`src/hdl/blur_pkg.sv`:
```
package blur_pkg;

    localparam int pixel_w = 12;
    localparam int chan_w = 4;
    localparam int win_size = 5;
    localparam int acc_w = 11;

    // kernel_sel codes, 3 falls back to 1x1
    localparam logic [1:0] sel_1x1 = 2'd0;
    localparam logic [1:0] sel_3x3 = 2'd1;
    localparam logic [1:0] sel_5x5 = 2'd2;

    // Row and column offset 0 is the newest tap
    function automatic logic [2:0] kernel_weight(input logic [1:0] sel, input int row,
                                                 input int col);
        int k;
        int r;
        int c;
        int dr;
        int dc;
        int w;
        case (sel)
            sel_5x5: k = 5;
            sel_3x3: k = 3;
            default: k = 1;
        endcase
        // Smaller kernels take the centre of the 5x5 table
        r = row + (win_size - k) / 2;
        c = col + (win_size - k) / 2;
        dr = (r <= 2) ? r : 4 - r;
        dc = (c <= 2) ? c : 4 - c;
        w = (dr + dc + 1 > 4) ? 4 : dr + dc + 1;
        if (k == 1) begin
            w = 1;
        end
        if (row >= k || col >= k) begin
            w = 0;
        end
        return 3'(w);
    endfunction

    function automatic logic [2:0] norm_shift(input logic [1:0] sel);
        case (sel)
            sel_5x5: return 3'd6;
            sel_3x3: return 3'd5;
            default: return 3'd0;
        endcase
    endfunction

endpackage

```
`src/hdl/stream_packer.sv`:
```
`timescale 1ns/1ps

module stream_packer (
    input  logic clk,
    input  logic rst_n,
    input  logic win_valid,
    input  logic win_sop,
    input  logic win_eop,
    input  logic [blur_pkg::chan_w-1:0] chan_r,
    input  logic [blur_pkg::chan_w-1:0] chan_g,
    input  logic [blur_pkg::chan_w-1:0] chan_b,
    input  logic ready_out,
    output logic advance,
    output logic valid_out,
    output logic sop_out,
    output logic eop_out,
    output logic [blur_pkg::pixel_w-1:0] data_out
);

    // Marks aligned with convolver stage one and stage two
    logic valid_s1;
    logic sop_s1;
    logic eop_s1;
    logic valid_s2;
    logic sop_s2;
    logic eop_s2;

    // Whole pipeline moves when the output slot is free or being taken
    assign advance = !valid_out || ready_out;

    always_ff @(posedge clk) begin
        if (!rst_n) begin
            valid_s1 <= 1'b0;
            sop_s1 <= 1'b0;
            eop_s1 <= 1'b0;
            valid_s2 <= 1'b0;
            sop_s2 <= 1'b0;
            eop_s2 <= 1'b0;
            valid_out <= 1'b0;
            sop_out <= 1'b0;
            eop_out <= 1'b0;
        end else if (advance) begin
            valid_s1 <= win_valid;
            sop_s1 <= win_sop;
            eop_s1 <= win_eop;
            valid_s2 <= valid_s1;
            sop_s2 <= sop_s1;
            eop_s2 <= eop_s1;
            valid_out <= valid_s2;
            sop_out <= sop_s2;
            eop_out <= eop_s2;
        end
    end

    // Red in the high nibble, as on the input
    always_ff @(posedge clk) begin
        if (advance) begin
            data_out <= {chan_r, chan_g, chan_b};
        end
    end

endmodule

```
`config.mk`:
```
export PLATFORM = sky130hd
export DESIGN_NAME = stream_packer
export DESIGN_NICKNAME = d
export VERILOG_FILES = /design/src/hdl/blur_pkg.sv /design/src/hdl/stream_packer.sv
export SDC_FILE = /design/constraint.sdc
export NUM_CORES = 1
export LEC_CHECK = 0
export ABC_AREA = 1
export BUFFER_PORTS_ARGS = -buffer_cell sky130_fd_sc_hd__buf_2
export CORE_MARGIN = 10
export CORE_UTILIZATION = 44
export CTS_CLUSTER_DIAMETER = 120
export CTS_CLUSTER_SIZE = 30
export DETAILED_ROUTE_END_ITERATION = 8
export HOLD_SLACK_MARGIN = 0.03
export MAX_ROUTING_LAYER = met4
export PLACE_DENSITY = 0.87
export SYNTH_ARGS = -nofsm -noshare
export SYNTH_HDL_FRONTEND = slang
export SYNTH_SLANG_ARGS = --single-unit
```
`constraint.sdc`:
```
create_clock -name clk -period 1.6 [get_ports clk]
set_clock_uncertainty 0.15 [all_clocks]
set_input_delay 0.4 -clock clk [delete_from_list [all_inputs] [get_ports clk]]
set_output_delay 0.4 -clock clk [all_outputs]
set_load 0.01 [all_outputs]
```
==> metrics.md <==
| Metric | Value |
|---|---|
| Yosys warnings | 0 |
| CTS tree | built |
| Antenna-violating nets left | 0 |
| Diode count | 0 |
| Initial antenna violation count | 0 |
| Skew-Pair Late Insertion Delay | 0.30 ns |
| Period utilization | 0.9619 |
| Syn_area_per_cell | 10.98 sq um |
| Max clock buf depth | 2 |
| Slew Viols, Final | 0 |
| Detailed Route WL | 1.630 mm |
| Max Fanout on Critical Path | 10 |
| Final hold slack | 0.1154 ns |
| RR Endpoint | eop_out |
| H-tree lvl count | 1 |
| Hold endpoint | data_out[3] |
| Critical path launch point | valid_out |
| Starting Density | 0.4791 |
| Post-CTS resize count | 0 |
| FF-to-FF path depth | 5 |
| Hold Path Origin | chan_b[3] |
| Detailed placement HPWL | 1.312 mm |
| DRT Pass-1 Iters | 4 |
| Area growth syn-to-layout | 29.31% |
| Type of the tightest min-delay check | in2reg |
| Setup violators final | 0 |
| Die Width | roughly 60 um |
| Synthesized Nets | between 80 and 90 |
| Nets@finish | 125 |
| Worst R2R Setup Slack | 0.45 ns |
| First-pass GRT wire length | roughly 2.3 mm |
| Post-Syn Instances | between 60 and 70 |
| Largest net degree at the start of global routing | 14 |
| Vias in the first global route | 523 |
| Total Neg Setup Slack | 0 ns |
| Max cap viols | 0 |
| Worst-Margin Slew | about 0.19 ns |
| Initial DRC Count | 8 |
| WHS Path Cells | 1 |
| Vias per Instance | 4.631 |
| Sequential area share after synthesis | 0.7236 |
| Synth area leaders | edfxtp_1 (48%), dfxtp_1 (24%), nor2_1 (8.0%) |
| Placed Area | 938.4 sq um |
| Hold Buf Count CTS | 0 |
| Residual DRC | 0 |
| Layout cell share with drive strength beyond 1 | 0.4057 |
| VDD IR max | 0.0005779 V |
| Post-CTS Setup Inserts | 0 |
| Status | completed |
| Multi-input gate area | approximately 150 sq um |
| Sink Count | 21 |
| RSZ-0062 raised after global routing | false |
| Area leader, netlist | edfxtp_1 |
| FF+latch count, synth | 21 |
| Critical Path AT | around 1 ns |
| Total gr overflow | 0 |
| P_leak | 0.4507 nW |
| Die area | roughly 3700 sq um |
| Rows | 14 |
| Startpoint Class | flop |
| Relative slew slack | 0.8736 |
| Total Power | 967.9 uW |
| Core ar. | approximately 1600 sq um |
| Clock root cell | clkbuf_4 |
| Die H | 61.20 um |
| Io pins | 34 |
| R2r startpoint | valid_out |
| CTS buffer count | 3 |
| Core Util, Final | 0.6196 |
| # port buffers | 33 |
| Reg clk slew, reported paths | 0.11 ns |
| F_max | 649.8 MHz |
| Design area | between 900 and 1000 sq um |
| Total track usage | 0.08707 |
| Placer Congestion | 0.7243 |
| Routed vias | around 570 |
| Routed len/inst | 13.36 um |
| Pwr per Cell Area | between 1000 and 1500 nW/um^2 |
| Final hold vios | 0 |
| Netlist cell types | 11 |
| CP endpoint kind | output port |
| Share of the synthesized area in the top cell type | 0.4824 |
| WS Path Type | reg2out |
| Filler cell count in the final layout | 134 |
| Tmin final | 1.539 ns |
| CP Data Required Time | 1.05 ns |
| Flip-flop and latch area | 540.5 sq um |
| Post-synthesis cell area | between 700 and 800 sq um |
through the flow:
| step | cells | setup slack (ns) |
|---|---|---|
| floorplan | 68 | 0.2231 |
| global placement | 118 | 0.2775 |
| detailed placement | 118 | 0.2709 |
| CTS | 122 | 0.05213 |
| global route | 122 | 0.01886 |
| finish | 122 | 0.06098 |
power breakdown:
part           internal, mW  switching [mW]
clock network        0.0932           0.150
logic                0.0492          0.0595
registers             0.605          0.0110
total                 0.747           0.221
flip-flops by register name, summed over array words and instances (netlist names):
name / flops
valid_s1: 1
valid_out: 1
eop_s2: 1
sop_s2: 1
valid_s2: 1
eop_out: 1
sop_out: 1
eop_s1: 1
sop_s1: 1
data_out: 12
kinds of logic (layout without fill, tap and decap cells):
| kind of cell | Yosys count | after routing | synth area share |
|---|---|---|---|
| flip-flops | 21 | 21 | 0.7236 |
| AND/OR/NAND/NOR | 34 | 34 | 0.1943 |
| AO/OA/AOI/OAI | 1 | 1 | 0.01005 |
| buffers and inverters | 12 | 50 | 0.07202 |
cells in the final DEF (no fill, tap or decap):
cell and n:
inv_2 2, buf_2 33, clkbuf_4 3, inv_1 8
buf_4 3, nor2_1 16, nor2_4 1, nand3_1 8
dfxtp_1 9, edfxtp_1 12, nand2_1 9, clkinv_2 1
a21boi_0 1
routing by layer:
metal | up-vias | GRT usage | part of all wire
li1 | 290 | - | -
met4 | 0 | 0.03909 | 0.012
met2 | 33 | 0.1257 | 0.39
met5 | - | - | 0
met3 | 2 | 0.03498 | 0.12
met1 | 240 | 0.1039 | 0.48
final cells by class:
type	count	area share
sequential	21	0.5596
timing repair buffer	36	0.1943
multi-input combinational	35	0.1580
inverter	10	0.03886
clock buffer	3	0.02332
tap	16	0.02073
clock inverter	1	0.005181
synthesized netlist by cell type, drive strengths merged:
cell type and count:
a21boi 1, buf 1, clkbuf 1, dfxtp 9
edfxtp 12, inv 10, nand2 9, nand3 8
nor2 17
worst max path at each step:
stage | to | cells after the start
global placement | advance | 4
CTS | valid_out | 2
finish | valid_out | 2
floorplan | advance | 2
detailed placement | advance | 4
global route | valid_out | 2
worst max-delay path, cell delays in order (launching register included):
cell	delay [ns]
dfxtp_1	0.36
buf_4	0.18
buf_2	0.15
Power figures use the tool's default switching activity.
