[src/hdl/blur_pkg.sv]
package blur_pkg;

    localparam int pixel_w = 12;
    localparam int chan_w = 4;
    localparam int win_size = 5;
    localparam int acc_w = 11;

    // kernel_sel codes, 3 falls back to 1x1
    localparam logic [1:0] sel_1x1 = 2'd0;
    localparam logic [1:0] sel_3x3 = 2'd1;
    localparam logic [1:0] sel_5x5 = 2'd2;

    // Row and column offset 0 is the newest tap
    function automatic logic [2:0] kernel_weight(input logic [1:0] sel, input int row,
                                                 input int col);
        int k;
        int r;
        int c;
        int dr;
        int dc;
        int w;
        case (sel)
            sel_5x5: k = 5;
            sel_3x3: k = 3;
            default: k = 1;
        endcase
        // Smaller kernels take the centre of the 5x5 table
        r = row + (win_size - k) / 2;
        c = col + (win_size - k) / 2;
        dr = (r <= 2) ? r : 4 - r;
        dc = (c <= 2) ? c : 4 - c;
        w = (dr + dc + 1 > 4) ? 4 : dr + dc + 1;
        if (k == 1) begin
            w = 1;
        end
        if (row >= k || col >= k) begin
            w = 0;
        end
        return 3'(w);
    endfunction

    function automatic logic [2:0] norm_shift(input logic [1:0] sel);
        case (sel)
            sel_5x5: return 3'd6;
            sel_3x3: return 3'd5;
            default: return 3'd0;
        endcase
    endfunction

endpackage

[src/hdl/channel_convolver.sv]
`timescale 1ns/1ps

module channel_convolver (
    input  logic clk,
    input  logic rst_n,
    input  logic advance,
    input  logic [1:0] kernel_sel,
    input  logic [blur_pkg::win_size-1:0][blur_pkg::win_size-1:0][blur_pkg::chan_w-1:0] taps,
    output logic [blur_pkg::chan_w-1:0] chan_out
);
    import blur_pkg::*;

    logic [acc_w-1:0] row_sum_d [win_size];
    logic [acc_w-1:0] row_sum_q [win_size];
    logic [acc_w-1:0] total;
    logic [2:0] shift_q;

    // Weighted sum along each window row
    always_comb begin
        for (int r = 0; r < win_size; r++) begin
            row_sum_d[r] = '0;
            for (int c = 0; c < win_size; c++) begin
                row_sum_d[r] = row_sum_d[r]
                    + acc_w'(taps[r][c]) * acc_w'(kernel_weight(kernel_sel, r, c));
            end
        end
    end

    always_ff @(posedge clk) begin
        if (advance) begin
            for (int r = 0; r < win_size; r++) begin
                row_sum_q[r] <= row_sum_d[r];
            end
        end
    end

    // Shift travels with the row sums it belongs to
    always_ff @(posedge clk) begin
        if (!rst_n) begin
            shift_q <= '0;
        end else if (advance) begin
            shift_q <= norm_shift(kernel_sel);
        end
    end

    always_comb begin
        total = '0;
        for (int r = 0; r < win_size; r++) begin
            total = total + row_sum_q[r];
        end
    end

    // Weights sum to 2^shift, so the result fits the channel width
    always_ff @(posedge clk) begin
        if (advance) begin
            chan_out <= chan_w'(total >> shift_q);
        end
    end

endmodule

[config.mk]
export PLATFORM = sky130hd
export DESIGN_NAME = channel_convolver
export DESIGN_NICKNAME = d
export VERILOG_FILES = /design/src/hdl/blur_pkg.sv /design/src/hdl/channel_convolver.sv
export SDC_FILE = /design/constraint.sdc
export NUM_CORES = 1
export LEC_CHECK = 0
export BUFFER_PORTS_ARGS = -buffer_cell sky130_fd_sc_hd__buf_2
export CORE_MARGIN = 1
export CORE_UTILIZATION = 57
export CTS_CLUSTER_DIAMETER = 150
export CTS_CLUSTER_SIZE = 10
export DETAILED_ROUTE_END_ITERATION = 12
export MAX_ROUTING_LAYER = met4
export PLACE_DENSITY_LB_ADDON = 0.2
export SLEW_MARGIN = 10
export SYNTH_ARGS = -nofsm -noshare
export SYNTH_HDL_FRONTEND = slang
export SYNTH_SLANG_ARGS = --single-unit
export TNS_END_PERCENT = 100
[constraint.sdc]
create_clock -name clk -period 7.5 [get_ports clk]
set_clock_uncertainty 0.1 [all_clocks]
set_input_delay 1.5 -clock clk [delete_from_list [all_inputs] [get_ports clk]]
set_output_delay 1.5 -clock clk [all_outputs]
set_load 0.02 [all_outputs]
==> key figures, run 1 <==
Outcome
  – Outcome: finished, final reports clean

Worst setup path
  – CP Capture Type: register
  – Setup CP Type: in2reg
  – Crit path required time: 7.58 ns
  – Critical path startpoint category: input pin
  – Crit path arrival time: 7.24 ns
  – Worst Path Max Fanout: 6

Final layout
  – Area added between synthesis and finish: 11.0%
  – Nets: 1893
  – Final instance area: 13900 um^2
  – Fin cells: 1652
  – Layout cells sized above 1: 11.8%

Floorplan
  – Die H: 150 um
  – Initial Util: 58.8%
  – Core Area: 21300 um^2
  – Row Count: 53
  – Die width: 150 um
  – I/O pin cnt: 109
  – Die ar.: 22600 um^2

Power and ir drop
  – Peak supply drop: 0.662 mV
  – P_leak: 7.35 nW
  – Power density cells: 461 nW/um^2

CTS
  – H-tree level count: 3
  – CTS Buffer Depth: 2
  – Setup Buffers After CTS: 0
  – CTS resizes: 0
  – Num CTS Buffers: 9
  – Hold_buf cts: 0
  – Worst-path clk slew: 0.06 ns
  – Clock Latency Late Sink: 0.34 ns
  – CTS tree: done
  – Clk Tree Root Cell: clkbuf_16
  – Clk sink count: 57

Placed design
  – Worst slack, placed: -0.0800 ns
  – Port bufs: 108
  – DP Area: 13600 um^2
  – HPWL after detailed placement: 22.0 mm
  – # placed instances: 1635
  – GP Congestion: 0.878

Logic synthesis
  – Syn Area/Cell: 10.2 um^2
  – Top cell type's share of synthesized area: 39.6%
  – Synth warn: 0
  – Synth Flop Type: edfxtp_1
  – Post-Syn Area: 12500 um^2
  – Yosys cell types: 51
  – Yosys top cell by area: fa_1
  – Most frequent cell after synthesis: inv_1
  – Largest cells by area after synthesis: fa_1 (40%), ha_1 (17%), edfxtp_1 (13%)
  – Yosys reg bits: 57
  – FFs w/ async S/R, synth: 0%
  – Post-synth EDFFs: 54
  – Commonest cells in the netlist: inv_1 (337), fa_1 (248), ha_1 (169)
  – Sequential area share after synthesis: 13.4%
  – Mapped Cells: 1231

Timing
  – Final worst slack: 0.349 ns
  – Slew @ Worst Pin: 0.776 ns
  – RSZ-0062 raised after global routing: no
  – Setup violations, final: 0
  – Final Hold Fails: 0
  – Relative slew slack: 48.3%
  – Pins Over Slew Limit: 0
  – Fmax: 0.140 GHz
  – Minimum clock period: 7.15 ns
  – Fin crit share: 95.4%

Detailed routing
  – Vias per cell: 5.00
  – Total wire length: 25.2 mm
  – Pre-antenna DRT Iters: 5
  – Residual DRC count: 0
  – Final ANT Viol Nets: 0
  – Initial drt markers: 427
  – Wirelength per Cell: 15.2 um
  – Vias: 8254

Global routing
  – Total track usage: 25.1%
  – First-pass GRT wire length: 41.6 mm
  – Vias in the first global route: 8461
  – Largest net degree at the start of global routing: 76
  – GRT overflow: 0
  – Initial antenna violation count: 2

Flow run
  – Maxcap violations: 0

Hold path
  – Hold Crit Class: reg2reg
## cell families (layout without fill, tap and decap cells)
family | count (synthesis) | after routing | share of synthesized area, %
muxes | 10 | 10 | 1.06
adders and majority gates | 417 | 417 | 56.5
DFF | 57 | 57 | 13.4
AOI/OAI and AO/OA | 70 | 70 | 3.93
buffers and inverters | 373 | 496 | 11.4
other | 2 | 25 | 0.0600
xor gates and xnor gates | 27 | 27 | 1.89
and+or+nand+nor | 275 | 275 | 11.7
## registers in the layout, indices dropped and copies added (netlist names)
name / flops
shift_q: 3
row_sum_q: 50
chan_out: 4
## cell type report
type	instances	area [um^2]
multi-input combinational	823	9500
fill	1723	7380
sequential	57	1680
inverter	339	1270
timing repair buffer	141	801
tap	275	344
clock buffer	9	225
clock inverter	7	71.3
antenna	1	2.50
## worst paths after layout
kind                         from                to  slack, ns  depth (start not counted)
setup reg to reg  row_sum_q[0][1]       chan_out[2]       2.85                         14
setup / recovery    kernel_sel[0]  row_sum_q[0][42]       0.35                         28
hold / removal         shift_q[2]       chan_out[0]       0.59                          1
hold reg to reg        shift_q[2]       chan_out[0]       0.59                          1
## where the power goes
group	switching, mW	leakage (nW)	internal, mW	total, mW
registers	0.0875	0.549	0.581	0.669
clock network	0.152	0.139	0.256	0.407
logic	2.95	6.66	2.38	5.33
total	3.19	7.35	3.21	6.41
## metrics by stage
step	hold slack [ns]	setup TNS, ns	total power, mW	util (%)
floorplan	0.493	0	4.98	-
global placement	0.577	0	5.85	63.9
detailed placement	0.574	-0.0959	6.00	63.9
CTS	0.586	0	6.46	65.3
global route	0.614	0	7.15	65.3
finish	0.588	0	6.41	65.3
## cells in the final DEF, fill, tap and decap left out, types with 2 or more instances in the layout
master,n
clkbuf_16,9
buf_2,108
ha_1,168
nand4_1,2
nand2_1,83
xor2_1,8
clkinvlp_4,2
nand2b_1,4
mux4_1,2
and2_1,81
clkinv_1,3
nor2b_1,20
a21oi_1,23
conb_1,24
xnor2_1,19
nor2_1,23
clkinv_4,2
and3_1,44
edfxtp_1,54
inv_1,337
a21o_1,10
mux2i_1,8
o2111ai_1,2
nor3b_1,3
a211oi_1,4
a211o_1,3
o21ai_0,4
or3_1,3
nand3_1,6
dfxtp_1,3
a21oi_2,2
o21bai_1,8
buf_4,32
o21a_1,2
fa_1,248
## layer usage
layer | routed length [um] | global-route usage, %
met1 | 11500 | 34.9
met2 | 12100 | 40.5
met3 | 1170 | 2.30
met4 | 363 | 4.80
met5 | 0 | -
## worst max-delay path, stage by stage
cell      delay, ns
buf_2          0.11
inv_1          0.10
ha_4           0.22
clkinv_1       0.07
buf_4          0.13
ha_1           0.13
and3_1         0.25
buf_4          0.18
nand2_1        0.08
fa_1           0.53
inv_1          0.05
fa_1           0.48
inv_1          0.05
fa_1           0.50
inv_1          0.05
fa_1           0.46
fa_1           0.54
inv_1          0.05
fa_1           0.46
inv_1          0.07
ha_1           0.17
inv_1          0.06
fa_1           0.39
inv_1          0.07
a21oi_1        0.06
o21bai_1       0.21
a21oi_1        0.10
o21bai_1       0.14
(Power assumes the default switching activity.)
==> inputs of run 2 (changes only) <==
--- a/config.mk
+++ b/config.mk
@@ -12,7 +12,7 @@
 export CTS_CLUSTER_SIZE = 10
 export DETAILED_ROUTE_END_ITERATION = 12
 export MAX_ROUTING_LAYER = met4
-export PLACE_DENSITY_LB_ADDON = 0.2
+export PLACE_DENSITY = 0.81
 export SLEW_MARGIN = 10
 export SYNTH_ARGS = -nofsm -noshare
 export SYNTH_HDL_FRONTEND = slang
==> run 2 against run 1 <==
Global-route usage increased by 1.2 points. Critical path depth decreased by 1. Worst setup slack got worse by 0.081 ns. Critical path type unchanged. Largest power group unchanged. Total power increased by 1.2%. Non-clock buffer count decreased by 10. Highest routed layer unchanged. Die area unchanged. Largest cell class unchanged.
==> key figures, run 2 (synthesized netlist as in run 1, its figures left out) <==
Outcome
  – Outcome: finished, final reports clean (unchanged)

Timing
  – RSZ-0062 raised after global routing: no (unchanged)
  – WHS: 0.599 ns (was 0.588 ns)
  – Relative slew slack: 47.1% (was 48.3%)
  – Fmax: 0.138 GHz (was 0.140 GHz)
  – Setup TNS: 0 ns (unchanged)
  – Pins Over Slew Limit: 0 (unchanged)
  – Setup violations, final: 0 (unchanged)
  – Minimum clock period: 7.23 ns (was 7.15 ns)
  – Final Hold Fails: 0 (unchanged)
  – Final worst slack: 0.268 ns (was 0.349 ns)
  – Slew @ Worst Pin: 0.793 ns (was 0.776 ns)
  – Fin crit share: 96.4% (was 95.4%)

Detailed routing
  – Vias: 8505 (was 8254)
  – Pre-antenna DRT Iters: 4 (was 5)
  – Total wire length: 26.5 mm (was 25.2 mm)
  – Final ANT Viol Nets: 0 (unchanged)
  – Wirelength per Cell: 16.1 um (was 15.2 um)
  – Vias per cell: 5.18 (was 5.00)
  – Initial drt markers: 419 (was 427)
  – Residual DRC count: 0 (unchanged)

Global routing
  – GRT overflow: 0 (unchanged)
  – Largest net degree at the start of global routing: 59 (was 76)
  – Vias in the first global route: 9180 (was 8461)
  – Total track usage: 26.2% (was 25.1%)
  – Initial antenna violation count: 1 (was 2)
  – First-pass GRT wire length: 43.5 mm (was 41.6 mm)

Hold path
  – Startpoint of the lowest-slack hold path: shift_q[2] (unchanged)
  – Hold Crit Class: reg2reg (unchanged)
  – Cells on Worst Hold Path: 1 (unchanged)
  – Hold Path Sink: shift_q[2] (was chan_out[0])

Placed design
  – Worst slack, placed: -0.250 ns (was -0.0800 ns)
  – DP Area: 13500 um^2 (was 13600 um^2)
  – GP Congestion: 0.869 (was 0.878)
  – HPWL after detailed placement: 23.0 mm (was 22.0 mm)
  – # placed instances: 1625 (was 1635)
  – Port bufs: 108 (unchanged)

CTS
  – Clk Tree Root Cell: clkbuf_16 (unchanged)
  – CTS Buffer Depth: 2 (unchanged)
  – Clk sink count: 57 (unchanged)
  – CTS tree: done (unchanged)
  – Worst-path clk slew: 0.06 ns (about the same)
  – CTS resizes: 0 (unchanged)
  – Clock Latency Late Sink: 0.34 ns (about the same)
  – Setup Buffers After CTS: 0 (unchanged)
  – Num CTS Buffers: 9 (unchanged)
  – H-tree level count: 3 (unchanged)
  – Hold_buf cts: 0 (unchanged)

Final layout
  – Top flop regs: row_sum_q: 50 flops, chan_out: 4 flops, shift_q: 3 flops (unchanged)
  – Area added between synthesis and finish: 10.3% (was 11.0%)
  – Finished Core Util: 64.9% (was 65.3%)
  – Largest register FFs: 50 (unchanged)
  – Area of the multi-input gates: 9510 um^2 (was 9500 um^2)
  – Final instance area: 13800 um^2 (was 13900 um^2)
  – Commonest non-fill, non-tap cell in the layout: inv_1 (unchanged)
  – Nets: 1883 (was 1893)
  – Fin cells: 1642 (was 1652)
  – FF/Latch Area: 1680 um^2 (unchanged)
  – Layout cells sized above 1: 11.2% (was 11.8%)
  – Commonest cells after routing, fill and taps aside: inv_1 (337), fa_1 (248), ha_1 (168), buf_2 (108), nand2_1 (83) (unchanged)
  – Most flops, register: row_sum_q (unchanged)
  – Fillers: 1619 (was 1723)

Power and ir drop
  – Total Power: 6.48 mW (was 6.41 mW)
  – Power density cells: 469 nW/um^2 (was 461 nW/um^2)
  – Peak supply drop: 0.688 mV (was 0.662 mV)
  – P_leak: 7.29 nW (was 7.35 nW)

Floorplan
  – Core Area: 21300 um^2 (unchanged)
  – Initial Util: 58.8% (unchanged)
  – I/O pin cnt: 109 (unchanged)
  – Die H: 150 um (unchanged)
  – Row Count: 53 (unchanged)
  – Die ar.: 22600 um^2 (unchanged)
  – Die width: 150 um (unchanged)

Worst setup path
  – CP Capture Type: register (unchanged)
  – RR Endpoint: chan_out[2] (unchanged)
  – Setup CP Type: in2reg (unchanged)
  – Crit path arrival time: 7.22 ns (was 7.24 ns)
  – R2R Setup Slk: 2.82 ns (was 2.85 ns)
  – Crit path required time: 7.49 ns (was 7.58 ns)
  – Worst Path Max Fanout: 8 (was 6)
  – Critical path startpoint category: input pin (unchanged)
  – R2R Path Start: row_sum_q[0][1] (unchanged)
  – Path depth of the worst reg2reg path: 14 (unchanged)

Flow run
  – Maxcap violations: 0 (unchanged)
==> run 2: worst max-delay path by stage <==
stage,from,endpoint,slack (ns),cells past startpoint
after CTS,kernel_sel[0],row_sum_q[0][53],0.09,25
after global routing,kernel_sel[0],row_sum_q[0][53],0.03,27
after global placement,kernel_sel[0],row_sum_q[0][53],-0.05,24
final,kernel_sel[0],row_sum_q[0][53],0.27,27
after detailed placement,kernel_sel[0],row_sum_q[0][53],-0.25,25
after floorplan,kernel_sel[0],row_sum_q[0][53],0.08,23
==> run 2: per-layer routing <==
| layer | up-vias | share of wire (%) | wire [um] | GRT usage [%] |
|---|---|---|---|---|
| met5 | - | 0 | 0 | - |
| met4 | 0 | 3.5 | 932 | 9.60 |
| met3 | 58 | 4.7 | 1240 | 3.36 |
| met2 | 237 | 50 | 13300 | 43.7 |
| met1 | 4240 | 42 | 11000 | 32.9 |
| li1 | 3970 | - | - | - |
==> run 2: area by class of cell <==
class / instances / share of cell area, %
repair buffers: 131 / 5.34
diodes: 1 / 0.0181
clock buffers: 9 / 1.63
clock inverters: 7 / 0.335
multi-input cells: 823 / 68.8
well taps: 275 / 2.49
flip-flops and latches: 57 / 12.2
inverters: 339 / 9.21
==> run 2: where the power goes <==
part,switching [mW],leakage [nW],internal (mW)
sequential,0.0884,0.549,0.581
clock,0.159,0.129,0.222
combinational,3.05,6.62,2.38
==> run 2: worst max-delay path, cell delays in order <==
cell      delay (ns)
buf_2           0.09
inv_1           0.07
ha_4            0.30
clkinv_1        0.15
nand2_1         0.15
nor2_2          0.14
and2_1          0.21
fa_1            0.51
inv_1           0.05
fa_1            0.48
inv_1           0.05
fa_1            0.52
inv_1           0.06
fa_1            0.47
inv_1           0.05
fa_1            0.52
inv_1           0.05
fa_1            0.54
inv_1           0.04
ha_1            0.22
fa_1            0.41
a21oi_1         0.16
nor2_1          0.06
nor2_1          0.12
nor2b_1         0.06
o21ai_0         0.14
nand2b_1        0.07
